[config.mk]
export PLATFORM = sky130hd
export DESIGN_NAME = wb_arbiter
export DESIGN_NICKNAME = d
export VERILOG_FILES = /design/src/rtl/wb_pkg.sv /design/src/rtl/wb_arbiter.sv
export SDC_FILE = /design/constraint.sdc
export NUM_CORES = 1
export LEC_CHECK = 0
export BUFFER_PORTS_ARGS = -buffer_cell sky130_fd_sc_hd__buf_4
export CAP_MARGIN = 15
export CORE_AREA = 4 4 89 91
export CTS_CLUSTER_SIZE = 20
export DETAILED_ROUTE_END_ITERATION = 8
export DIE_AREA = 0 0 93 95
export PLACE_DENSITY = 0.62
export SETUP_SLACK_MARGIN = 0.5
export SLEW_MARGIN = 5
export SYNTH_ARGS = -nofsm -noshare
export SYNTH_HDL_FRONTEND = slang
export SYNTH_SLANG_ARGS = --single-unit
[constraint.sdc]
create_clock -name clk -period 2.8 [get_ports clk]
set_clock_uncertainty 0.15 [all_clocks]
set_input_delay 0.14 -clock clk [delete_from_list [all_inputs] [get_ports clk]]
set_output_delay 0.14 -clock clk [all_outputs]
set_load 0.01 [all_outputs]
[src/rtl/wb_pkg.sv]
/*
 Wishbone classic bus types shared by the host ports, the arbiter,
 the frame RAM and the pixel fetcher
*/
package wb_pkg;

	localparam int WB_AW = 10; // word address
	localparam int WB_DW = 32;

	// master to slave
	typedef struct packed {
		logic             cyc;
		logic             stb;
		logic             we;
		logic [WB_AW-1:0] adr;
		logic [WB_DW-1:0] dat;
	} wb_req_t;

	// slave to master
	typedef struct packed {
		logic             ack;
		logic [WB_DW-1:0] dat;
	} wb_rsp_t;

endpackage

[src/rtl/wb_arbiter.sv]
/*
 Round-robin arbiter letting two Wishbone masters share one slave.
 Port 0 is the host memory port, port 1 the pixel fetcher.
*/
`timescale 1ns/10ps

module wb_arbiter (
	input  logic            clk,
	input  logic            nrst,
	input  wb_pkg::wb_req_t m0_req,
	output wb_pkg::wb_rsp_t m0_rsp,
	input  wb_pkg::wb_req_t m1_req,
	output wb_pkg::wb_rsp_t m1_rsp,
	output wb_pkg::wb_req_t s_req,
	input  wb_pkg::wb_rsp_t s_rsp
);

	logic busy;  // a master owned the bus last cycle
	logic gnt;   // that owner
	logic last;  // master that got the most recent ack
	logic hold;
	logic sel;

	// owner keeps the bus while its cycle is open
	assign hold = busy && (gnt ? m1_req.cyc : m0_req.cyc);

	always_comb begin
		if (hold)
			sel = gnt;
		else if (m0_req.cyc && m1_req.cyc)
			sel = ~last; // both asking, take turns
		else
			sel = m1_req.cyc;
	end

	assign s_req = sel ? m1_req : m0_req;

	// the master not granted sees no ack and keeps waiting
	always_comb begin
		m0_rsp     = s_rsp;
		m0_rsp.ack = s_rsp.ack && !sel;
		m1_rsp     = s_rsp;
		m1_rsp.ack = s_rsp.ack && sel;
	end

	always_ff @(posedge clk) begin
		if (!nrst) begin
			busy <= 1'b0;
			gnt  <= 1'b0;
			last <= 1'b1; // host wins the first tie
		end else begin
			busy <= s_req.cyc;
			gnt  <= sel;
			if (s_rsp.ack)
				last <= sel;
		end
	end

endmodule

# == Yosys cells after proc, flatten, opt, wreduce, memory -nomap -nowiden ==
# Cells that the tools add are included.
# totals
register_bits,3
input_bits,125
out_inout_bits,111
word_cells,13
# classes
n_mux,4
bitwise,1
reduce_logical,5
# ops
operator,count
$mux W45,1
$logic_and A1 B1 Y1,4
$mux W1,3
$logic_not A1 Y1,1
$not A1 Y1,1

# == Logic depth before layout (Yosys ltp) ==
# Gate-level depths: netlist of the first run.
# logic_depth
ltp_word,5
ltp_mapped,5
mapped_depth_nobuf,3

# == Worst setup path after synthesis of the first run ==
# No wires, ideal clock.
# synth_path
path_kind,register to output
start,register last
end,output s_req[38] (netlist bit)
t_arrival_ps,1375
required_time_ps,2510
slack_ps,1135
path_stages_with_launch,6
path_buffers,2
cell_sequence,dfxtp_1 -> or2_1 -> a31oi_4 -> buf_6 -> buf_6 -> mux2_1
# synth_rtl
item,line,text
"start, declared",wb_arbiter.sv:20,logic last;
"start signal, assigned",wb_arbiter.sv:55,last <= sel;
"end, declared",wb_arbiter.sv:14,"output wb_pkg::wb_req_t s_req,"

==> results of run 1 <==
layer usage:
layer | global-route usage [%] | vias to the layer above
met2 | 13.9 | 101
li1 | - | 517
met4 | 2.56 | 0
met3 | 3.03 | 14
met1 | 6.54 | 495
met5 | 0 | -
critical path, stage by stage (launching register included):
cell     delay, ns
dfxtp_1       0.30
or2_1         0.25
a31oi_4       0.17
buf_4         0.34
mux2_1        0.37
buf_4         0.15
sequential cells by signal, summed over array words and instances, names as in the netlist:
signal	count
gnt	1
busy	1
last	1
cell usage in the layout, fill, tap and decap left out:
cell type      instances
buf_4                141
mux2_2                28
mux2_1                16
and2_1                 3
dfxtp_1                3
clkbuf_8               3
inv_1                  2
dlygate4sd3_1          2
or2_1                  1
nand2_1                1
a31oi_4                1
nor2b_1                1
or2_2                  1
o21ai_0                1
a21o_1                 1
clkbuf_1               1
cell type report:
class | instances | area (µm²) | area share, %
clock buffer | 4 | 45.0 | 2.39
inverter | 2 | 7.51 | 0.398
multi-input combinational | 54 | 571 | 30.3
sequential | 3 | 60.1 | 3.19
tap | 99 | 124 | 6.57
timing repair buffer | 143 | 1080 | 57.2
logic make-up after synthesis:
group,after synthesis,share of synthesized area [%]
muxes,44,42.3
AOI/OAI and AO/OA,3,2.88
DFF,3,5.13
buffers and inverters,71,46.2
and+or+nand+nor,7,3.53
what timing repair did:
action	in CTS	in global routing
hold buffers	2	0
endpoints found under the hold margin	3	0
setup buffers	0	0
setup endpoints to repair	0	0
metrics by stage:
| step | hold WS (ns) | instance area (µm²) | instances |
|---|---|---|---|
| after global routing | 0.123 | 1890 | 305 |
| after floorplan | 0.0999 | 1170 | 128 |
| after global placement | 0.130 | 1820 | 299 |
| final | 0.105 | 1890 | 305 |
| after detailed placement | 0.130 | 1820 | 299 |
| after CTS | 0.106 | 1890 | 305 |
power by group through the flow:
| stage | Clock, W | Sequential (W) | Combinational [W] |
|---|---|---|---|
| floorplan | 0 | 0.0000473 | 0.000221 |
| global placement | 0 | 0.0000474 | 0.000309 |
| detailed placement | 0 | 0.0000475 | 0.000312 |
| CTS | 0.000130 | 0.0000470 | 0.000316 |
| global route | 0.000136 | 0.0000476 | 0.000336 |
| finish | 0.000125 | 0.0000470 | 0.000311 |
how the worst max path moves through the flow:
stage	slack, ns	endpoint	cells past startpoint
4_1_cts	0.69	s_req[39]	5
6_report	0.72	s_req[30]	5
3_5_place_dp	0.92	s_req[39]	5
3_3_place_gp	0.95	s_req[5]	5
2_1_floorplan	1.14	s_req[38]	5
5_1_grt	0.61	s_req[32]	5
==> metrics.cfg, run 1 <==
[outcome]
outcome=finished, final reports clean

[clock_network]
numCtsBuffers=3
post_cts_resized=0
htree_levels=1
cts_tree=done
clockBufferDepth=2
path_clk_slew_ns=0.03
cts-root-buf=clkbuf_8
clock-sinks=3
worstSkewPairLatency_ns=0.21

[global_route]
grt_pass1_wl_mm=5.22
grt_usage_pct=7.13
grt_pass1_vias=1214
grt_max_degree=29
grt_overflow_total=0
antenna_found_initial=0

[pwr]
power_density_nw_per_um2=256
comb_power_share_pct=64.4
p_total_w=0.000483
p_seq_share_pct=9.7
leakagePower_nw=0.940
p_sw_share_pct=27.9
ir_drop_v=0.000133
p_switching_w=0.000135
p_clk_share_pct=25.9
intPower_w=0.000348

[timing]
relSlewSlack_pct=77.9
hold_violations=0
setup_viol=0
tns_ns=0
fin_crit_sh_pct=74.4
max_freq_mhz=480
fin_crit_ns=2.08
worst_slew_pin_slew_ns=0.331
setup_slack_ns=0.716
maxSlewViolCount=0
rsz0062_at_grt=no

[logic_synthesis]
synth-seq-cells=3
synth_top_cell_by_area=buf_4
synth-edff-count=0
synth_nets=253
synth.most_common_cell=buf_4
synth_area_leaders=buf_4 42%, mux2_2 27%, mux2_1 15%, dfxtp_1 5.1%, buf_6 1.9%
synth_warnings=0
synthFlopType=dfxtp_1
synth_common_cells=66 x buf_4, 28 x mux2_2, 16 x mux2_1, 3 x and2_1, 3 x dfxtp_1
syn_area_um2=1170
synth_cell_types=15
synthCells=128
synthArstFlopShare_pct=0
postSynthAreaPerCell_um2=9.15
synth_top_area_share_pct=42.3
yosysSeqAreaShare_pct=5.13

[worst_setup_path]
cp.required_ns=2.51
reg2reg_from=last
critPathLaunch=last
startpoint_type=register
path_class=register to output pin
crit_arrival_ns=1.79
critical_path.max_fanout=28
timing.rr.end=gnt
r2r_slack_ns=1.37
worstSetupEndpointType=output pin
rr_worst_depth=4

[hold_path]
min_from=m1_req[44]
hp-class=primary input to register
whs_path_depth=3
holdPathEnd=busy

[routing]
met2WireLength_mm=1.94
dr.first_iter.drc_count=14
wl_met1_um=991
drc_errors=0
top_layer=met4
routed_via_density=3.70
ant_nets=0
met3_length_um=571
drtPass1Iterations=4
routed-via-count=1127
wl_per_cell_um=11.7
wl_mm=3.57

[final_layout]
diodes=0
nets=332
area_growth_pct=61.0
fill_cells=800
utilization_pct=26.4
drive_gt1_share_pct=84.5

[placement]
dpl_worst_slack_ns=0.924
gp_congestion=0.643
post-dp-hpwl_mm=3.16
portBuffers=139

[floorplanning]
io-pin-count=236
die_x_um=93
rows=31
die_h_um=95
die-area_um2=8840
coreArea_um2=7140
initial_core_util_pct=16.4

[job]
drv_cap=0

Note: power is estimated with default switching activity, not from simulation.
==> run 2, diff against run 1 <==
--- a/config.mk
+++ b/config.mk
@@ -7,11 +7,11 @@
 export LEC_CHECK = 0
 export BUFFER_PORTS_ARGS = -buffer_cell sky130_fd_sc_hd__buf_4
 export CAP_MARGIN = 15
-export CORE_AREA = 4 4 89 91
+export CORE_AREA = 4 4 88 90
 export CTS_CLUSTER_SIZE = 20
 export DETAILED_ROUTE_END_ITERATION = 8
-export DIE_AREA = 0 0 93 95
-export PLACE_DENSITY = 0.62
+export DIE_AREA = 0 0 92 94
+export PLACE_DENSITY = 0.66
 export SETUP_SLACK_MARGIN = 0.5
 export SLEW_MARGIN = 5
 export SYNTH_ARGS = -nofsm -noshare
==> constraint.sdc (replaced) <==
create_clock -name clk -period 1.8 [get_ports clk]
set_clock_uncertainty 0.15 [all_clocks]
set_input_delay 0.09 -clock clk [delete_from_list [all_inputs] [get_ports clk]]
set_output_delay 0.09 -clock clk [all_outputs]
set_load 0.01 [all_outputs]
==> metrics.cfg, run 2 (synthesis gave the netlist of run 1 again) <==
[outcome]
outcome=complete, but fails checks
violations=setup timing

[timing]
rsz0062_at_grt=yes
relSlewSlack_pct=85.6
holdWs_ns=0.0300
worst_slew_pin_slew_ns=0.216
hold_violations=0
fin_crit_sh_pct=109
maxSlewViolCount=0
max_freq_mhz=511
setup_viol=44
fin_crit_ns=1.96
setup_slack_ns=-0.158

[final_layout]
regArea_um2=60.1
area_growth_pct=73.4
multi_input_comb_area_um2=639
final_area_um2=2030
utilization_pct=28.8
diodes=0
final_common_cell=buf_4
nets=332
reg_top3=busy x1, gnt x1, last x1
drive_gt1_share_pct=93.2
most-common-layout-cells=123 x buf_4, 27 x mux2_2, 17 x mux2_4, 17 x buf_6
fill_cells=766

[global_route]
grt_max_degree=34
antenna_found_initial=0
grt_overflow_total=0
grt_pass1_vias=1272
grt_usage_pct=7.44
grt_pass1_wl_mm=5.38

[clock_network]
path_clk_slew_ns=0.03
worstSkewPairLatency_ns=0.21
cts_tree=done
numCtsBuffers=3
cts-root-buf=clkbuf_8
clock-sinks=3
htree_levels=1
clockBufferDepth=2
cts_setup_buffers=0

[floorplanning]
rows=31
die-area_um2=8650
initial_core_util_pct=16.6
coreArea_um2=7060
io-pin-count=236
die_x_um=92
die_h_um=94

[worst_setup_path]
worstSetupEndpointType=output pin
crit_chain=or2_1, a31oi_4, buf_12, mux2_2, buf_4
path_class=register to output pin
startpoint_type=register
crit_family=buffers and inverters
crit_arrival_ns=1.72
cp.required_ns=1.56
path_buf_inv=2
cp_slowest_cell=mux2_2
cp_num_cells=5
rr_worst_depth=4
critPathMaxStageDelay_ns=0.37
critical_path.max_fanout=33

[hold_path]
whs_path_depth=0
hp-class=primary input to output pin

[pwr]
power_density_nw_per_um2=404
ir_drop_v=0.000216
leakagePower_nw=1.03

[placement]
portBuffers=139
gp_congestion=0.668
post_dp_cell_area_um2=1900
post-dp-hpwl_mm=3.27

[routing]
dr.first_iter.drc_count=8
wl_per_cell_um=12.0
routed-via-count=1097
routed_via_density=3.60
drc_errors=0
ant_nets=0
wl_mm=3.65
drtPass1Iterations=2

[job]
drv_cap=0

-- run 2: final timing paths --
path | startpoint | to | slack, ns
max | last | s_req[5] | -0.16
min | s_rsp[19] | m0_rsp[19] | 0.03
max reg2reg | last | gnt | 0.47
min reg2reg | last | last | 0.46
-- run 2: layer usage --
layer | global-route usage (%) | vias to the layer above | part of all wire [%]
met5 | 0 | - | 0
met4 | 2.23 | 0 | 0.27
met3 | 4.17 | 2 | 14
met2 | 13.9 | 104 | 54
met1 | 6.91 | 475 | 31
li1 | - | 516 | -
-- run 2: metrics by stage --
stage	cells	TNS (ns)	setup slack (ns)	total power (W)
6_report	305	-5.27	-0.158	0.000821
5_1_grt	305	-8.00	-0.217	0.000872
4_1_cts	305	-5.95	-0.178	0.000836
3_5_place_dp	299	0	0.0563	0.000603
3_3_place_gp	299	0	0.0670	0.000596
2_1_floorplan	128	0	0.231	0.000452
-- run 2: layout make-up --
cell class / count / share of cell area, %
repair buffers: 143 / 56.9
multi-input cells: 54 / 31.5
inverters: 2 / 0.370
flip-flops and latches: 3 / 2.96
clock buffers: 4 / 2.22
well taps: 99 / 6.10
-- run 2: report_power, final --
group,switching (W),internal [W]
registers,0.00000159,0.0000715
logic,0.000179,0.000374
clock network,0.0000432,0.000151
-- run 2: timing repair --
| item | 4_1_cts | 5_1_grt |
|---|---|---|
| endpoints found under the hold margin | 3 | 0 |
| gates cloned | 0 | 0 |
| endpoints found under the setup margin | 48 | 48 |
| hold buffers | 2 | 0 |
| resized for setup | 16 | 2 |
