<file path="src/rtl/lcd_pkg.sv">
/*
 LCD side definitions: pixel and panel bus types, host register map,
 control bits and frame geometry
*/
package lcd_pkg;

	localparam int LCD_DW = 18; // 6:6:6 parallel bus
	localparam int CTL_W  = 4;

	typedef struct packed {
		logic [7:0] red;
		logic [7:0] green;
		logic [7:0] blue;
		logic       field_start; // first pixel of a frame
	} pixel_t;

	typedef struct packed {
		logic [LCD_DW-1:0] db_out;
		logic              db_oe;
		logic              rd_n;
		logic              wr_n;
		logic              rs;    // low for command, high for data
		logic              cs;
		logic              rst_n;
		logic              blen;  // backlight enable
	} lcd_out_t;

	// host register word offsets
	localparam logic [2:0] REG_CMD      = 3'd0;
	localparam logic [2:0] REG_DATA     = 3'd1;
	localparam logic [2:0] REG_CTL      = 3'd2;
	localparam logic [2:0] REG_STATUS   = 3'd3;
	localparam logic [2:0] REG_STARTCMD = 3'd4;

	// control register bits
	localparam int CTL_BLEN   = 0;
	localparam int CTL_RESET  = 1; // set holds the panel in reset
	localparam int CTL_CS     = 2;
	localparam int CTL_RENDER = 3;

	localparam logic [CTL_W-1:0]  CTL_RESET_VAL      = 4'h6;
	localparam logic [LCD_DW-1:0] STARTCMD_RESET_VAL = 18'h2c; // memory write

	localparam int FRAME_PIXELS = 16;
	localparam int RAM_WORDS    = 1024;

endpackage

</file>
<file path="src/rtl/wb_pkg.sv">
/*
 Wishbone classic bus types shared by the host ports, the arbiter,
 the frame RAM and the pixel fetcher
*/
package wb_pkg;

	localparam int WB_AW = 10; // word address
	localparam int WB_DW = 32;

	// master to slave
	typedef struct packed {
		logic             cyc;
		logic             stb;
		logic             we;
		logic [WB_AW-1:0] adr;
		logic [WB_DW-1:0] dat;
	} wb_req_t;

	// slave to master
	typedef struct packed {
		logic             ack;
		logic [WB_DW-1:0] dat;
	} wb_rsp_t;

endpackage

</file>
<file path="src/rtl/lcd_iface.sv">
/*
 Host register slave for the LCD plus the 8080-style transfer sequencer.
 Pixels from the fetcher go first, host command and data accesses fill the gaps.
*/
`timescale 1ns/10ps

module lcd_iface (
	input  logic                        clk,
	input  logic                        nrst,
	input  wb_pkg::wb_req_t             reg_req,
	output wb_pkg::wb_rsp_t             reg_rsp,
	input  lcd_pkg::pixel_t             pixel,
	input  logic                        pixel_valid,
	output logic                        pixel_ready,
	output logic                        render_en,
	output lcd_pkg::lcd_out_t           lcd,
	input  logic [lcd_pkg::LCD_DW-1:0]  lcd_db_in,
	input  logic                        lcd_id,
	input  logic                        lcd_fmark
);

	typedef enum logic [2:0] {
		S_IDLE,
		S_LATCH,   // rs and data settle
		S_STB1,
		S_STB2,
		S_RELEASE  // strobe back high
	} state_t;

	state_t                     state;
	logic [lcd_pkg::CTL_W-1:0]  ctl;
	logic [lcd_pkg::LCD_DW-1:0] startcmd;
	logic [wb_pkg::WB_DW-1:0]   rdata;  // read buffer for the host
	logic [wb_pkg::WB_DW-1:0]   local_rdata;
	logic [lcd_pkg::LCD_DW-1:0] db_out;
	logic                       db_oe;
	logic                       rd_n;
	logic                       wr_n;
	logic                       rs;
	logic                       ack;
	logic                       is_write;
	logic                       is_host;
	logic                       sent_start; // startcmd already out for this field
	logic [2:0]                 radr;
	logic                       host_xfer;
	logic                       local_hit;
	logic                       pix_start;
	logic                       host_go;
	logic                       rd_sample;

	assign radr      = reg_req.adr[2:0];
	assign host_xfer = reg_req.cyc && reg_req.stb &&
		(radr == lcd_pkg::REG_CMD || radr == lcd_pkg::REG_DATA);
	assign local_hit = reg_req.cyc && reg_req.stb && !host_xfer && !ack;

	// field start pixel waits for its startcmd transfer
	assign pix_start   = state == S_IDLE && pixel_valid && pixel.field_start && !sent_start;
	assign pixel_ready = state == S_IDLE && pixel_valid && !pix_start;
	assign host_go     = state == S_IDLE && !pixel_valid && host_xfer;
	assign rd_sample   = state == S_STB2 && !is_write;

	always_comb begin
		case (radr)
			lcd_pkg::REG_CTL:      local_rdata = wb_pkg::WB_DW'(ctl);
			lcd_pkg::REG_STATUS:   local_rdata = {30'd0, lcd_id, lcd_fmark};
			lcd_pkg::REG_STARTCMD: local_rdata = wb_pkg::WB_DW'(startcmd);
			default:               local_rdata = '0;
		endcase
	end

	always_ff @(posedge clk) begin
		if (!nrst) begin
			state      <= S_IDLE;
			ctl        <= lcd_pkg::CTL_RESET_VAL;
			startcmd   <= lcd_pkg::STARTCMD_RESET_VAL;
			ack        <= 1'b0;
			wr_n       <= 1'b1;
			rd_n       <= 1'b1;
			db_oe      <= 1'b0;
			rs         <= 1'b0;
			is_write   <= 1'b0;
			is_host    <= 1'b0;
			sent_start <= 1'b0;
		end else begin
			ack <= local_hit; // one-cycle ack for local registers
			if (local_hit && reg_req.we) begin
				if (radr == lcd_pkg::REG_CTL)
					ctl <= reg_req.dat[lcd_pkg::CTL_W-1:0];
				if (radr == lcd_pkg::REG_STARTCMD)
					startcmd <= reg_req.dat[lcd_pkg::LCD_DW-1:0];
			end

			case (state)
				S_IDLE: begin
					if (pix_start || pixel_ready) begin
						rs         <= pixel_ready;
						is_write   <= 1'b1;
						is_host    <= 1'b0;
						db_oe      <= 1'b1;
						sent_start <= pix_start;
						state      <= S_LATCH;
					end else if (host_go) begin
						rs       <= radr[0]; // CMD at 0, DATA at 1
						is_write <= reg_req.we;
						is_host  <= 1'b1;
						db_oe    <= reg_req.we;
						state    <= S_LATCH;
					end
				end
				S_LATCH: begin
					wr_n  <= ~is_write;
					rd_n  <= is_write;
					state <= S_STB1;
				end
				S_STB1: state <= S_STB2;
				S_STB2: begin
					wr_n  <= 1'b1;
					rd_n  <= 1'b1;
					if (is_host)
						ack <= 1'b1;
					state <= S_RELEASE;
				end
				S_RELEASE: begin
					db_oe <= 1'b0;
					state <= S_IDLE;
				end
				default: state <= S_IDLE;
			endcase
		end
	end

	always_ff @(posedge clk) begin
		if (pix_start)
			db_out <= startcmd;
		else if (pixel_ready)
			db_out <= {pixel.red[7:2], pixel.green[7:2], pixel.blue[7:2]}; // 6:6:6
		else if (host_go)
			db_out <= reg_req.dat[lcd_pkg::LCD_DW-1:0];

		if (local_hit)
			rdata <= local_rdata;
		else if (rd_sample)
			rdata <= wb_pkg::WB_DW'(lcd_db_in); // sampled while rd_n still low
	end

	assign reg_rsp   = '{ack: ack, dat: rdata};
	assign render_en = ctl[lcd_pkg::CTL_RENDER];

	assign lcd = '{
		db_out: db_out,
		db_oe:  db_oe,
		rd_n:   rd_n,
		wr_n:   wr_n,
		rs:     rs,
		cs:     ctl[lcd_pkg::CTL_CS],
		rst_n:  ~ctl[lcd_pkg::CTL_RESET],
		blen:   ctl[lcd_pkg::CTL_BLEN]
	};

endmodule

</file>
<file path="config.mk">
export PLATFORM = sky130hd
export DESIGN_NAME = lcd_iface
export DESIGN_NICKNAME = d
export VERILOG_FILES = /design/src/rtl/lcd_pkg.sv /design/src/rtl/wb_pkg.sv /design/src/rtl/lcd_iface.sv
export SDC_FILE = /design/constraint.sdc
export NUM_CORES = 1
export LEC_CHECK = 0
export ABC_AREA = 1
export CAP_MARGIN = 40
export CORE_MARGIN = 2
export CORE_UTILIZATION = 60
export CTS_CLUSTER_SIZE = 40
export DETAILED_ROUTE_END_ITERATION = 12
export DONT_BUFFER_PORTS = 1
export PLACE_DENSITY = 0.72
export SLEW_MARGIN = 30
export SYNTH_ARGS = -nofsm -noshare
export SYNTH_HDL_FRONTEND = slang
export SYNTH_SLANG_ARGS = --single-unit
</file>
<file path="constraint.sdc">
create_clock -name clk -period 3 [get_ports clk]
set_input_delay 0.15 -clock clk [delete_from_list [all_inputs] [get_ports clk]]
set_output_delay 0.15 -clock clk [all_outputs]
set_load 0.005 [all_outputs]
</file>
# Yosys cells after proc, flatten, opt, wreduce, memory -nomap -nowiden
# Index checks and enable logic that the tools add are counted.
[totals] register_bits=83 latchBits=0 ramBits=0 romBits=0 in_bits=93 output_inout_bits=60 elab_cells=76 mem_count=0
[op_classes] addsub=0 multipliers=0 n_div=0 magnitude_cmp=0 n_eq_ne=9 shift=0 n_mux=20 n_bitwise=2 n_reduce_logical=32
[ops] operator="2-to-1 mux 32 bit" n=2
[ops] operator="2-to-1 mux 18 bit" n=3
[ops] operator="one-hot mux 18 bit (3 select lines)" n=1
[ops] operator="equality test 3 x 2 -> 1 bit (second input constant)" n=4
[ops] operator="logical AND 1 bit" n=12
[ops] operator="one-hot mux 3 bit (4 select lines)" n=1
[ops] operator="AND reduction 2 bit" n=5
[ops] operator="2-to-1 mux 1 bit" n=8
[ops] operator="nonzero test 2 bit" n=4
[ops] operator="equality test 3 x 1 -> 1 bit (second input constant)" n=2
[ops] operator="equality test 3 bit (second input constant)" n=2
[ops] operator="logical NOT 1 bit" n=6
[ops] operator="logical NOT 3 bit" n=2
[ops] operator="2-to-1 mux 3 bit" n=2
[ops] operator="one-hot mux 1 bit (2 select lines)" n=3
[ops] operator="!= test 3 x 2 -> 1 bit (second input constant)" n=1
[ops] operator="nonzero test 3 bit" n=1
[ops] operator="logical OR 1 bit" n=2
[ops] operator="inverter 1 bit" n=2

# Logic depth before layout (Yosys ltp)
[logic_depth] depth_word=9 mapped_depth=8 depth_no_buf=8

# Least setup slack after synthesis
# Ideal clock, no wire load.
[synth_path] path_type="register to register" from="register state[0]" to="register rdata[0] (netlist bit), enable pin" setup_time_ns=0.418 t_arrival_ns=2.019 required_ns=2.582 path_slack_ns=0.563 stages_incl_launch_ff=5 synth_period_minus_slack_ns=2.437 path_cell_list="dfxtp_1 > inv_1 > nor2_1 > nand2_1 > o21ai_0"
[synth_via] elab_chain_len=3
[synth_lines] element="from (decl)" line_no="lcd_iface.sv:30" text="state_t state;"
[synth_lines] element="from (signal assigned)" line_no="lcd_iface.sv:73" text="state <= S_IDLE;"
[synth_lines] element="from (signal assigned)" line_no="lcd_iface.sv:101" text="state <= S_LATCH;"
[synth_lines] element="from (signal assigned)" line_no="lcd_iface.sv:107" text="state <= S_LATCH;"
[synth_lines] element="equality test 3 x 2 -> 1 bit" line_no="lcd_iface.sv:60" text="assign rd_sample = state == S_STB2 && !is_write;"
[synth_lines] element="logical AND 1 bit" line_no="lcd_iface.sv:60"
[synth_lines] element="nonzero test 2 bit (no source line)"
[synth_lines] element="to (signal assigned)" line_no="lcd_iface.sv:141" text="rdata <= local_rdata;"
[synth_lines] element="to (signal assigned)" line_no="lcd_iface.sv:143" text="rdata <= wb_pkg::WB_DW'(lcd_db_in);"
[synth_lines] element="to (decl)" line_no="lcd_iface.sv:33" text="logic [wb_pkg::WB_DW-1:0] rdata;"
# Every way passes these cells.
# A chain may end at the register's enable or synchronous reset.

# Worst setup path in the final report
[layout_path] from="register state[0]" to="register db_oe"
[layout_via] elab_chain_len=9 elab_cells_between_ends=15 classes_between="eq/ne: 2; mux: 2; reduce/logical: 11"
[layout_lines] element="logical NOT 3 bit"
[layout_lines] element="logical AND 1 bit" line_no="lcd_iface.sv:57, lcd_iface.sv:58"
[layout_lines] element="logical AND 1 bit (2 in series)" line_no="lcd_iface.sv:57" text="assign pix_start = state == S_IDLE && pixel_valid && pixel.field_start && !sent_start;"
[layout_lines] element="logical NOT 1 bit" line_no="lcd_iface.sv:58" text="assign pixel_ready = state == S_IDLE && pixel_valid && !pix_start;"
[layout_lines] element="logical AND 1 bit" line_no="lcd_iface.sv:58"
[layout_lines] element="logical OR 1 bit" line_no="lcd_iface.sv:95" text="if (pix_start || pixel_ready) begin"
[layout_lines] element="2-to-1 mux 1 bit / != test 3 x 2 -> 1 bit (equally long branches)"
[layout_lines] element="one-hot mux 1 bit (2 select lines) / AND reduction 2 bit (equally long branches)"
[layout_lines] element="to (signal assigned)" line_no="lcd_iface.sv:106" text="db_oe <= reg_req.we;"
[layout_lines] element="to (decl)" line_no="lcd_iface.sv:36" text="logic db_oe;"
# Parallel ways exist; a longest one is shown, timed or not.

==> out/qor.csv <==
stage;metric;value;unit
outcome;status;complete, no violations;
routing;final wirelength;7800;µm
clock_tree;worst skew pair latency;0.34;ns
clock_tree;Reg clk slew, reported paths;0.07;ns
grt;largest net degree at the start of global routing;38;
die;Core Footprint;5410;µm²
synthesis;largest area contributor in the netlist;edfxtp_1;
final_layout;area delta synth->final;9.47;%
setup_path;Worst Path Buf+Inv;2;
setup_path;Startpoint Class;flip-flop;
die;io pins;153;
routing;DR iter-0 viols;198;
synthesis;Synth top area share;0.326;
final_layout;fin util;0.672;
synthesis;post-synthesis cell type count;24;
place;DP Wirelength;5210;µm
sta;min Tclk post-route;1.80;ns
setup_path;CP most frequent cell;nand2_1;
clock_tree;clock sinks;69;
final_layout;n_diodes;0;
synthesis;synthesized area per cell;7.89;µm²
clock_tree;CTS buffer count;9;
synthesis;yosys warns;0;
sta;Setup-failing EPs final;0;
routing;routed wire length per instance;15.3;µm
clock_tree;CTS tree;yes;
final_layout;fraction of layout cells with a size suffix above 1;0.0572;
power_and_ir_drop;power density cells;546;nW/µm²
grt;Tot GR Track Use;0.268;
power_and_ir_drop;Pleak;1.56;nW
clock_tree;post-CTS resize count;0;
setup_path;CP arrival;2.06;ns
sta;Worst Max-Slew Pin Slew;0.779;ns
synthesis;Gate Count Post-Synth;420;
die;Die Area;6140;µm²
die;num rows;27;
hold_path;min-delay worst type;input port to flip-flop;
sta;slew margin rel.;0.480;
synthesis;mapped cell area;3320;µm²
final_layout;Multi-input gate area;1250;µm²
final_layout;fillers;487;
setup_path;worst-path fanout max;19;
routing;DRC violations left;0;
sta;Clock Skews;0.00831;ns
sta;Slew Viols, Final;0;
setup_path;Crit-path slowest cell;inv_1;
grt;Overflow after GRT;0;
sta;maximum clock rate;557;MHz
routing;Final ANT Viol Nets;0;
setup_path;Worst EP required;3.27;ns
clock_tree;H-Tree Depth;3;
setup_path;cell family with most CP delay;buffers and inverters;
die;Die W;78.3;µm
clock_tree;clk root buf;clkbuf_8;
grt;global-route wire length before repair;12500;µm
die;Die Y;78.3;µm
routing;DR vias;2731;
setup_path;Critical Path Max Stage Delay;0.58;ns
sta;RSZ-0062 raised after global routing;no;
grt;initial antenna violation count;0;
synthesis;largest cells by area after synthesis;edfxtp_1 33%, dfxtp_1 20%, nand2_1 17%;
place;Port Buffers;0;
clock_tree;Post-CTS Setup Repair Bufs;0;
synthesis;flop and latch count out of synthesis;69;
flow_run;Max-Cap Viols;0;
clock_tree;Max clock buf depth;2;
routing;Vias/cell;5.37;
routing;number of iterations in the first detailed-routing pass;4;
synthesis;sequential element share of the synthesized area;0.525;
place;GPL Wtd Cong;0.796;
die;Starting Density;0.613;
setup_path;critical path cell sequence;inv_1 -> nand2_1 -> nor2_1 -> nand2_1 -> inv_1 -> nand2_1 -> a21oi_1;
power_and_ir_drop;Max VDD drop;0.000277;V
sta;period utilization;0.598;
setup_path;Worst setup EP type;flip-flop;
sta;Hold Fails Final Rpt;0;
final_layout;commonest cells after routing, fill and taps aside;151 x nand2_1, 43 x nor2_1, 36 x edfxtp_1;
final_layout;Nets;525;
final_layout;most common cell after layout, fill and taps aside;nand2_1;
clock_tree;hold_buf cts;23;
grt;vias in the first global route;2656;
sta;final setup TNS;0;ns
setup_path;critical path type;flip-flop to flip-flop;
final_layout;FF/Latch Area;1740;µm²
-- flip-flops by register name, summed over array words and instances (netlist names) --
register	count
db_out	18
rdata	18
startcmd	18
ctl	4
state	3
ack	1
db_oe	1
is_host	1
is_write	1
rd_n	1
rs	1
sent_start	1
wr_n	1
-- routing by layer --
metal / up-vias / GRT usage / part of all wire / wire length (µm)
li1: 1344 / - / - / -
met5: - / 0 / 0 / 0
met4: 0 / 0.153 / 0.040 / 312
met3: 26 / 0.0770 / 0.071 / 555
met2: 113 / 0.454 / 0.52 / 4050
met1: 1248 / 0.303 / 0.37 / 2880
-- synth_stat cells (all sizes together) --
library cell	n
nand2	152
nand4	19
a211oi	1
dfxtp	33
o21ai	16
o22ai	1
a21oi	7
buf	30
inv	33
clkbuf	10
nand3	32
nor3	2
conb	1
nor2	46
o211ai	1
edfxtp	36
-- path summary, 6_finish.rpt --
| check | from | end | slack [ns] | cells past startpoint |
|---|---|---|---|---|
| max | state[0] | db_oe | 1.21 | 7 |
| min | pixel[14] | db_out[9] | 0.006 | 2 |
| max reg2reg | state[0] | db_oe | 1.21 | 7 |
| min reg2reg | is_host | is_host | 0.45 | 2 |
-- cell type report --
| class | count | area share |
|---|---|---|
| multi-input cells | 291 | 0.345 |
| well taps | 72 | 0.0248 |
| clock inverters | 4 | 0.00483 |
| inverters | 33 | 0.0341 |
| repair buffers | 28 | 0.0741 |
| flip-flops and latches | 69 | 0.480 |
| clock buffers | 12 | 0.0372 |
-- logic make-up (layout without fill, tap and decap cells) --
logic type / count (synthesis) / in the layout / synth area share
compound gates: 26 / 26 / 0.0411
buf+inv: 73 / 77 / 0.112
flops: 69 / 69 / 0.525
other cells: 1 / 14 / 0.00113
simple gates: 251 / 251 / 0.321
-- metrics by stage --
stage	setup slack [ns]	hold slack [ns]	cell area (µm²)	power, mW	std cells
detailed placement	1.13	0.225	3230	1.35	468
floorplan	0.563	0.263	3360	1.32	433
global route	1.05	0.000478	3630	2.06	509
finish	1.21	0.00554	3630	1.98	509
global placement	1.18	0.222	3230	1.34	468
CTS	1.11	0.000166	3610	1.99	507
-- power breakdown --
group / internal, mW / switching [mW] / total, mW
logic: 0.0840 / 0.160 / 0.244
clock network: 0.293 / 0.329 / 0.621
registers: 1.08 / 0.0369 / 1.12
total: 1.46 / 0.525 / 1.98
Power figures use the tool's default switching activity.
