`src/rtl/lcd_pkg.sv`:
```
/*
 LCD side definitions: pixel and panel bus types, host register map,
 control bits and frame geometry
*/
package lcd_pkg;

	localparam int LCD_DW = 18; // 6:6:6 parallel bus
	localparam int CTL_W  = 4;

	typedef struct packed {
		logic [7:0] red;
		logic [7:0] green;
		logic [7:0] blue;
		logic       field_start; // first pixel of a frame
	} pixel_t;

	typedef struct packed {
		logic [LCD_DW-1:0] db_out;
		logic              db_oe;
		logic              rd_n;
		logic              wr_n;
		logic              rs;    // low for command, high for data
		logic              cs;
		logic              rst_n;
		logic              blen;  // backlight enable
	} lcd_out_t;

	// host register word offsets
	localparam logic [2:0] REG_CMD      = 3'd0;
	localparam logic [2:0] REG_DATA     = 3'd1;
	localparam logic [2:0] REG_CTL      = 3'd2;
	localparam logic [2:0] REG_STATUS   = 3'd3;
	localparam logic [2:0] REG_STARTCMD = 3'd4;

	// control register bits
	localparam int CTL_BLEN   = 0;
	localparam int CTL_RESET  = 1; // set holds the panel in reset
	localparam int CTL_CS     = 2;
	localparam int CTL_RENDER = 3;

	localparam logic [CTL_W-1:0]  CTL_RESET_VAL      = 4'h6;
	localparam logic [LCD_DW-1:0] STARTCMD_RESET_VAL = 18'h2c; // memory write

	localparam int FRAME_PIXELS = 16;
	localparam int RAM_WORDS    = 1024;

endpackage

```
`src/rtl/wb_pkg.sv`:
```
/*
 Wishbone classic bus types shared by the host ports, the arbiter,
 the frame RAM and the pixel fetcher
*/
package wb_pkg;

	localparam int WB_AW = 10; // word address
	localparam int WB_DW = 32;

	// master to slave
	typedef struct packed {
		logic             cyc;
		logic             stb;
		logic             we;
		logic [WB_AW-1:0] adr;
		logic [WB_DW-1:0] dat;
	} wb_req_t;

	// slave to master
	typedef struct packed {
		logic             ack;
		logic [WB_DW-1:0] dat;
	} wb_rsp_t;

endpackage

```
`src/rtl/pixel_fetch.sv`:
```
/*
 Reads the framebuffer word by word while render mode is on and offers
 each pixel on a valid/ready handshake, flagging word 0 as field start
*/
`timescale 1ns/10ps

module pixel_fetch (
	input  logic            clk,
	input  logic            nrst,
	input  logic            render_en,
	output wb_pkg::wb_req_t wb_req,
	input  wb_pkg::wb_rsp_t wb_rsp,
	output lcd_pkg::pixel_t pixel,
	output logic            pixel_valid,
	input  logic            pixel_ready
);

	localparam int IDX_W = $clog2(lcd_pkg::FRAME_PIXELS);

	typedef enum logic [1:0] {
		S_IDLE,
		S_READ,
		S_OFFER
	} state_t;

	state_t          state;
	logic [IDX_W-1:0] idx;

	always_ff @(posedge clk) begin
		if (!nrst) begin
			state <= S_IDLE;
			idx   <= '0;
		end else begin
			case (state)
				S_IDLE: if (render_en) begin
					idx   <= '0; // every start begins a new frame
					state <= S_READ;
				end
				S_READ: if (wb_rsp.ack)
					state <= S_OFFER;
				S_OFFER: if (pixel_ready) begin
					idx   <= (idx == IDX_W'(lcd_pkg::FRAME_PIXELS - 1)) ? '0 : idx + 1'b1;
					state <= render_en ? S_READ : S_IDLE;
				end
				default: state <= S_IDLE;
			endcase
		end
	end

	// word layout is 0x00RRGGBB
	always_ff @(posedge clk) begin
		if (state == S_READ && wb_rsp.ack) begin
			pixel.red         <= wb_rsp.dat[23:16];
			pixel.green       <= wb_rsp.dat[15:8];
			pixel.blue        <= wb_rsp.dat[7:0];
			pixel.field_start <= (idx == '0);
		end
	end

	assign pixel_valid = (state == S_OFFER);

	always_comb begin
		wb_req     = '0; // read only
		wb_req.cyc = (state == S_READ);
		wb_req.stb = (state == S_READ);
		wb_req.adr = wb_pkg::WB_AW'(idx);
	end

endmodule

```
`config.mk`:
```
export PLATFORM = sky130hd
export DESIGN_NAME = pixel_fetch
export DESIGN_NICKNAME = d
export VERILOG_FILES = /design/src/rtl/lcd_pkg.sv /design/src/rtl/wb_pkg.sv /design/src/rtl/pixel_fetch.sv
export SDC_FILE = /design/constraint.sdc
export NUM_CORES = 1
export LEC_CHECK = 0
export BUFFER_PORTS_ARGS = -buffer_cell sky130_fd_sc_hd__buf_2
export CORE_ASPECT_RATIO = 1.4
export CORE_MARGIN = 1.5
export CORE_UTILIZATION = 39
export CTS_BUF_LIST = sky130_fd_sc_hd__clkbuf_16
export DETAILED_ROUTE_END_ITERATION = 8
export PLACE_DENSITY = 0.76
export RECOVER_POWER = 25
export SLEW_MARGIN = 25
export SYNTH_ARGS = -nofsm -noshare
export SYNTH_HDL_FRONTEND = slang
export SYNTH_SLANG_ARGS = --single-unit
```
`constraint.sdc`:
```
create_clock -name clk -period 2.3 [get_ports clk]
set_clock_uncertainty 0.1 [all_clocks]
set_input_delay 0.115 -clock clk [delete_from_list [all_inputs] [get_ports clk]]
set_output_delay 0.115 -clock clk [all_outputs]
set_load 0.03 [all_outputs]
```
Yosys cells after proc, flatten, opt, wreduce, memory -nomap -nowiden. Index checks and enable logic that the tools add are counted. Widths: inputs -> output; s select.

Register bits after elaboration: 31. Output and inout bits: 71. Logic and storage cells: 28.

$add $sub $neg: 1. Equal/unequal tests: 6. Muxes and demuxes: 9. Reduce and logical (&&, ||, !) cells: 6.

Operator list (count): $mux 4 (3); $pmux 4 s2 (1); $mux 2 (3); $pmux 2 s3 (1); $reduce_and 3->1 (2); $add 4x1->4 const B (1); $eq 4x4->1 const B (1); $logic_not 4->1 (1); $ne 2x1->1 const B (2); $eq 2x1->1 const B (1); $eq 2x2->1 const B (1); $logic_not 2->1 (1); $ne 2x2->1 const B (1); $reduce_bool 2->1 (1); $logic_and 1x1->1 (1); $mux 1 (1).

Depth between registers and ports, before layout. Gate-level depths: netlist (run 1).

Word-level depth: 4. Mapped depth: 4.

Worst setup path before layout (run 1). No wires, ideal clock.

Path kind: register -> register. Start: register state[0]. End: register pixel[0] (netlist name) (enable). Library setup time: 0.385 ns. Data arrival time: 1.512 ns. Path slack: 0.304 ns. Stages on the path, launching flop included: 4. Path buffers: 1. Period minus slack after synthesis: 1.996 ns. Cell sequence: dfxtp_1 -> buf_2 -> and2b_1 -> and2_1.

RTL lines: start: declaration (line pixel_fetch.sv:26) `state_t state;`; start signal: assignment (line pixel_fetch.sv:43) `state <= render_en ? S_READ : S_IDLE;`; end: declaration (line pixel_fetch.sv:13) `output lcd_pkg::pixel_t pixel,`.

Final worst setup path (run 1).
Start: register state[0]. End: register pixel[23] (netlist name) (enable).

Longest elaborated chain between the ends: 2.

RTL lines: $eq 2x1->1 (line pixel_fetch.sv:52) `if (state == S_READ && wb_rsp.ack) begin`; $logic_and 1x1->1 (line pixel_fetch.sv:52).

Every way passes these cells. A chain may end at the register's enable or synchronous reset.

==> results of run 1 <==
==> power by group <==
part	internal (mW)	leakage [nW]	switching [mW]
combinational	0.0658	0.560	0.164
sequential	0.632	0.276	0.00993
clock	0.386	0.0671	0.204
==> registers in the layout, indices dropped and copies added (netlist names) <==
signal	flops
state	2
pixel	25
idx	4
==> layout by cell type, fill, tap and decap left out, types with 2 or more instances in the layout <==
cell type      netlist  routed
clkbuf_16            0       5
conb_1               1      39
ha_1                 2       2
edfxtp_1            25      25
dlygate4sd3_1        0      25
a21oi_1              5       5
dfxtp_1              6       6
o21ai_0              3       3
nand3_1              2       2
buf_2                1      59
nor3b_1              2       2
inv_1                4       4
nor2b_1              3       3
==> cell usage after synthesis <==
| cell type | count | area [sq um] |
|---|---|---|
| buf_4 | 40 | 300 |
| edfxtp_1 | 25 | 751 |
| dfxtp_1 | 6 | 120 |
| a21oi_1 | 5 | 25.0 |
| inv_1 | 4 | 15.0 |
| nor2b_1 | 3 | 18.8 |
| o21ai_0 | 3 | 15.0 |
| ha_1 | 2 | 25.0 |
| nand3_1 | 2 | 10.0 |
| nor3b_1 | 2 | 15.0 |
| a31oi_1 | 1 | 6.26 |
| and2_1 | 1 | 6.26 |
| and2b_1 | 1 | 7.51 |
| and3_1 | 1 | 6.26 |
| and3b_1 | 1 | 8.76 |
| buf_2 | 1 | 5.00 |
| conb_1 | 1 | 3.75 |
| mux2i_1 | 1 | 10.0 |
| nand2_1 | 1 | 3.75 |
| nand3b_1 | 1 | 7.51 |
| nand4_1 | 1 | 6.26 |
| nand4b_1 | 1 | 8.76 |
| nor2_1 | 1 | 3.75 |
| nor3_1 | 1 | 5.00 |
| o21a_1 | 1 | 7.51 |
| o31ai_1 | 1 | 7.51 |
==> kinds of logic after synthesis <==
| kind of cell | Yosys count |
|---|---|
| simple gates | 17 |
| fa+ha+maj | 2 |
| flops | 31 |
| compound gates | 11 |
| buf+inv | 45 |
| mux | 1 |
| other cells | 1 |
==> routing by layer <==
layer | vias to the layer above | track usage | wire length [um]
li1 | 473 | - | -
met1 | 424 | 0.138 | 1050
met2 | 77 | 0.226 | 1260
met3 | 5 | 0.0447 | 340
met4 | 0 | 0.0684 | 51
met5 | - | 0 | 0
==> worst max-delay path, cell delays in order (launching register included) <==
cell     delay, ns
dfxtp_1       0.49
and2b_1       0.20
and2_1        0.12
buf_4         0.30
==> stage by stage <==
step,worst slack (ns),instance area (sq um),utilization
finish,0.756,1980,0.580
global route,0.612,1980,0.580
CTS,0.754,1980,0.580
detailed placement,0.756,1590,0.468
global placement,0.776,1590,0.468
floorplan,0.304,1540,-
==> how the worst max path moves through the flow <==
| stage | startpoint | to | slack [ns] |
|---|---|---|---|
| after detailed placement | state[0] | pixel[7] | 0.76 |
| after global placement | state[0] | pixel[11] | 0.78 |
| after floorplan | state[0] | pixel[0] | 0.30 |
| final | state[0] | pixel[23] | 0.76 |
| after CTS | state[0] | pixel[23] | 0.75 |
| after global routing | state[0] | pixel[15] | 0.61 |
==> layout make-up <==
cell class | count | area share
Clock buffer | 5 | 0.0633
Clock inverter | 2 | 0.00443
Inverter | 4 | 0.00759
Multi-Input combinational cell | 70 | 0.177
Sequential cell | 31 | 0.441
Tap cell | 40 | 0.0253
Timing Repair Buffer | 86 | 0.282
==> out/summary.txt, run 1 <==
Placed wire-length estimate after detailed placement -> 1790 um
Final global-route overflow total -> 0
Sequential Area -> 871 sq um
Crit. End Element -> flip-flop
Avg Vias per Cell -> 4.11
Via count of the first global-routing pass -> 826
Worst r2r src -> state[0]
Ant diodes -> 0
Final ANT Viol Nets -> 0
Multi-input logic area -> 350 sq um
Full die area -> 0.00396 sq mm
Post-synthesis cell area -> 0.00140 sq mm
Synth Area in Simple Gates -> 0.0769
Synthesized area per cell -> 13.0 sq um
IO Port Bufs -> 60
Count of state elements after synthesis -> 31
Max Cap Viol -> 0
Largest fanout on the critical path -> 26
Multiplexer share of the synthesized area -> 0.00716
Count of boundary I/O pins -> 108
Cell count after synthesis -> 108
Post-CTS setup buffer count -> 0
Worst path arrival time -> 1.39 ns
Combinational family with the most area after synthesis -> buffers and inverters
Routed via count -> 979
Final estimated routing congestion in global placement -> 0.765
Part of the cycle the worst path needs -> 0.671
Number of nets in the finished design -> 237
Post-synthesis compound-gate area fraction -> 0.0438
Routed wirelength normalized by instance count -> 11.3 um
Hold-fix buffer count after cts -> 25
Synthesized-area fraction occupied by xor and xnor cells -> 0
Library cells used by synthesis -> 26
Num Clock Sinks -> 31
Maximum clock frequency -> 0.648 GHz
Final hold violation count -> 0
Critical hold path startpoint -> render_en
Tightest Hold Check Type -> input pin to flip-flop
Post-CTS Resized -> 0
Standard-cell row count -> 25
Gr usage total -> 0.132
Aggregate negative setup slack -> 0 ns
Root Buffer Master -> clkbuf_16
Peak supply drop -> 0.542 mV
Worst hold path stage count -> 3
Global-route wire length before repair -> 3650 um
CTS H-tree depth -> 2
Post-route non-filler standard cell count -> 238
Destination of the worst hold path -> state[0]
Number of synthesis warnings -> 0
Critical register-to-register path endpoint -> pixel[23]
Number of cells in the design after placement -> 206
DRC marker count from the first detailed-route iteration -> 15
Reg-to-reg slack, setup -> 0.76 ns
Total count of max-transition violations in the final report -> 0
Routed Wire Length -> 2700 um
Minimum period implied by the final worst setup slack -> 1.54 ns
Sum of internal, switching and leakage power -> 1.46 mW
Placeable core region -> 0.00341 sq mm
Post-route DRC -> 0
Maximum buffer depth of the clock tree -> 2
Die outline width -> 53.6 um
Seq/Total Area, Yosys -> 0.623
Power per cell area -> 739 mW/mm^2
Later-pin clock latency in the skew report -> 0.27 ns
Maximum number of pins on one net before global-route repair -> 27
Unrepaired setup endpoints after global routing -> false
Final setup violation count -> 0
Area growth from synthesis to layout -> 41.3%
Antenna violations before repair -> 0
Clock transition at the registers of the reported paths -> 0.05 ns
Share of post-route cells with drive strength above 1 -> 0.333
Kind of critical path -> flip-flop to flip-flop
Initial core utilization -> 0.410
Startpoint class of the critical path -> flip-flop
Hold Worst Slack -> 0.0221 ns
Number of iterations in the first detailed-routing pass -> 4
Req. time, crit path -> 2.14 ns
Adder-cell share of the synthesized area -> 0.0179
CTS tree -> yes
Fillcell total -> 268
Number of buffers inserted during clock tree synthesis -> 5
Status -> finished clean
Height of the die -> 73.9 um
FF-to-FF path depth -> 3
Pleak -> 0.903 nW
Note: power is estimated with default switching activity, not from simulation.
==> run 2: changes to the inputs <==
- CORE_UTILIZATION: 39 -> 35
- PLACE_DENSITY: 0.76 -> 0.72
- clock period: 2.3 -> 1.3 ns (I/O delays scaled with it)
==> run 2 against run 1 <==
  * Worst hold slack got worse by 0.0056 ns
  * Sequential share of layout area shrank 1.1 points
  * Global-route usage up 0.11 points
  * Non-clock buffer count is 4 higher
  * Critical path depth unchanged
  * Via count up 3.3%
  * Clock-buffer cell count did not move
  * Largest cell class unchanged
==> out/summary.txt, run 2 (same netlist as run 1, synthesis figures left out) <==
Critical hold path startpoint -> pixel_ready
Routed wirelength normalized by instance count -> 11.6 um
Post-route non-filler standard cell count -> 245
Pint -> 1.94 mW
Final global-route overflow total -> 0
Tightest Hold Check Type -> input pin to flip-flop
Critical path origin -> state[1]
Req. time, crit path -> 1.18 ns
Utilization after layout -> 0.524
Final setup violation count -> 0
Height of the die -> 77.8 um
Avg Vias per Cell -> 4.13
Max Cap Viol -> 0
Global-route wire length before repair -> 4330 um
Final hold violation count -> 0
Maximum clock frequency -> 0.793 GHz
Commonest non-fill, non-tap cells in the layout -> buf_2 (60), conb_1 (39), dlygate4sd3_1 (26)
Sum of internal, switching and leakage power -> 2.61 mW
Part of the power in the clock network -> 0.399
Number of cells in the design after placement -> 212
Biggest registers after layout -> pixel: 25 flops, idx: 4 flops, state: 2 flops
Minimum period implied by the final worst setup slack -> 1.26 ns
Placement-stage cell area -> 0.00164 sq mm
Share of post-route cells with drive strength above 1 -> 0.371
Status -> finished clean
CTS H-tree depth -> 2
DRC marker count from the first detailed-route iteration -> 28
Total count of max-transition violations in the final report -> 0
CTS tree -> yes
Startpoint class of the critical path -> flip-flop
Part of the cycle the worst path needs -> 0.970
Later-pin clock latency in the skew report -> 0.27 ns
Via count of the first global-routing pass -> 918
Unrepaired setup endpoints after global routing -> false
Num Clock Sinks -> 31
Power per cell area -> 1280 mW/mm^2
Routed Wire Length -> 2840 um
Antenna violations before repair -> 0
Post-route DRC -> 0
Largest fanout on the critical path -> 8
Peak supply drop -> 1.09 mV
Routed via count -> 1011
IO Port Bufs -> 60
Worst path max stage delay -> 0.31 ns
Standard-cell row count -> 27
Final estimated routing congestion in global placement -> 0.739
Number of buffers inserted during clock tree synthesis -> 5
Area growth from synthesis to layout -> 45.5%
Worst r2r src -> state[1]
Flip-flop count of the largest register, all copies and words added -> 25
Most flops, register -> pixel
Buf+Inv Stages, Crit Path -> 1
Library cell contributing the largest single delay on the critical path -> dfxtp_2
Final design area excluding fillers -> 0.00204 sq mm
Clock transition at the registers of the reported paths -> 0.05 ns
Full die area -> 0.00439 sq mm
Share of total power in combinational logic -> 0.168
Critical path's top delay family -> simple AND/OR/NAND/NOR gates
Root Buffer Master -> clkbuf_16
Switching part of the total power -> 0.257
Placeable core region -> 0.00388 sq mm
Post-CTS setup buffer count -> 0
Number of nets in the finished design -> 241
Pleak -> 0.931 nW
Series of cell instances along the critical path -> and2b_4 -> and2_4 -> buf_4
Maximum number of pins on one net before global-route repair -> 19
Final ANT Viol Nets -> 0
Maximum buffer depth of the clock tree -> 2
Seq pwr share -> 0.433
Crit. End Element -> flip-flop
Placed wire-length estimate after detailed placement -> 1820 um
Power spent charging and discharging nets -> 669 uW
Count of boundary I/O pins -> 108
Gr usage total -> 0.133
Die outline width -> 56.4 um
Number of iterations in the first detailed-routing pass -> 4
Kind of critical path -> flip-flop to flip-flop
Most frequent standard cell in the layout excluding fill and tap cells -> buf_2
Worst path arrival time -> 1.14 ns
Initial core utilization -> 0.360
Ant diodes -> 0
run 2: power by group through the flow:
stage,Sequential (mW),Clock (mW),Combinational [mW]
floorplan,1.21,0,0.306
global placement,1.14,0,0.370
detailed placement,1.15,0,0.373
CTS,1.13,1.07,0.434
global route,1.13,1.10,0.462
finish,1.13,1.04,0.437
run 2: metrics by stage:
step	TNS, ns	setup slack, ns	hold WS (ns)
after global routing	0	0.00316	0.0402
final	0	0.0388	0.0165
after global placement	0	0.0690	0.141
after CTS	0	0.0372	0.00962
after floorplan	-2.21	-0.0885	0.0639
after detailed placement	0	0.0459	0.143
run 2: layer usage:
metal	global-route usage	up-vias	share of wire	wire length, um
met4	0.0786	0	0.024	68
met1	0.127	442	0.36	1020
li1	-	479	-	-
met3	0.0533	6	0.12	329
met2	0.234	84	0.50	1420
met5	0	-	0	0
run 2: final timing paths:
kind | endpoint | slack [ns] | cells after the start
worst max-delay path | pixel[1] | 0.04 | 3
worst min register to register | idx[0] | 0.41 | 2
worst max register to register | pixel[1] | 0.04 | 3
worst min-delay path | idx[2] | 0.02 | 3
run 2: timing repair:
item                                   in CTS  in global routing
gates resized for setup                     0                  0
endpoints found under the hold margin      26                  0
hold buffers                               26                  0
run 2: cell type report:
type                            instances  area (sq um)
Sequential cell                        31           875
Clock buffer                            5           125
Clock inverter                          2          8.76
Inverter                                4          15.0
Fill cell                             304          1850
Tap cell                               43          53.8
Timing Repair Buffer                   90           603
Multi-Input combinational cell         70           355
run 2: tightest hold or removal path: stages:
cell and delay, ns:
buf_2 0.13, nand4_1 0.09, a21oi_1 0.05
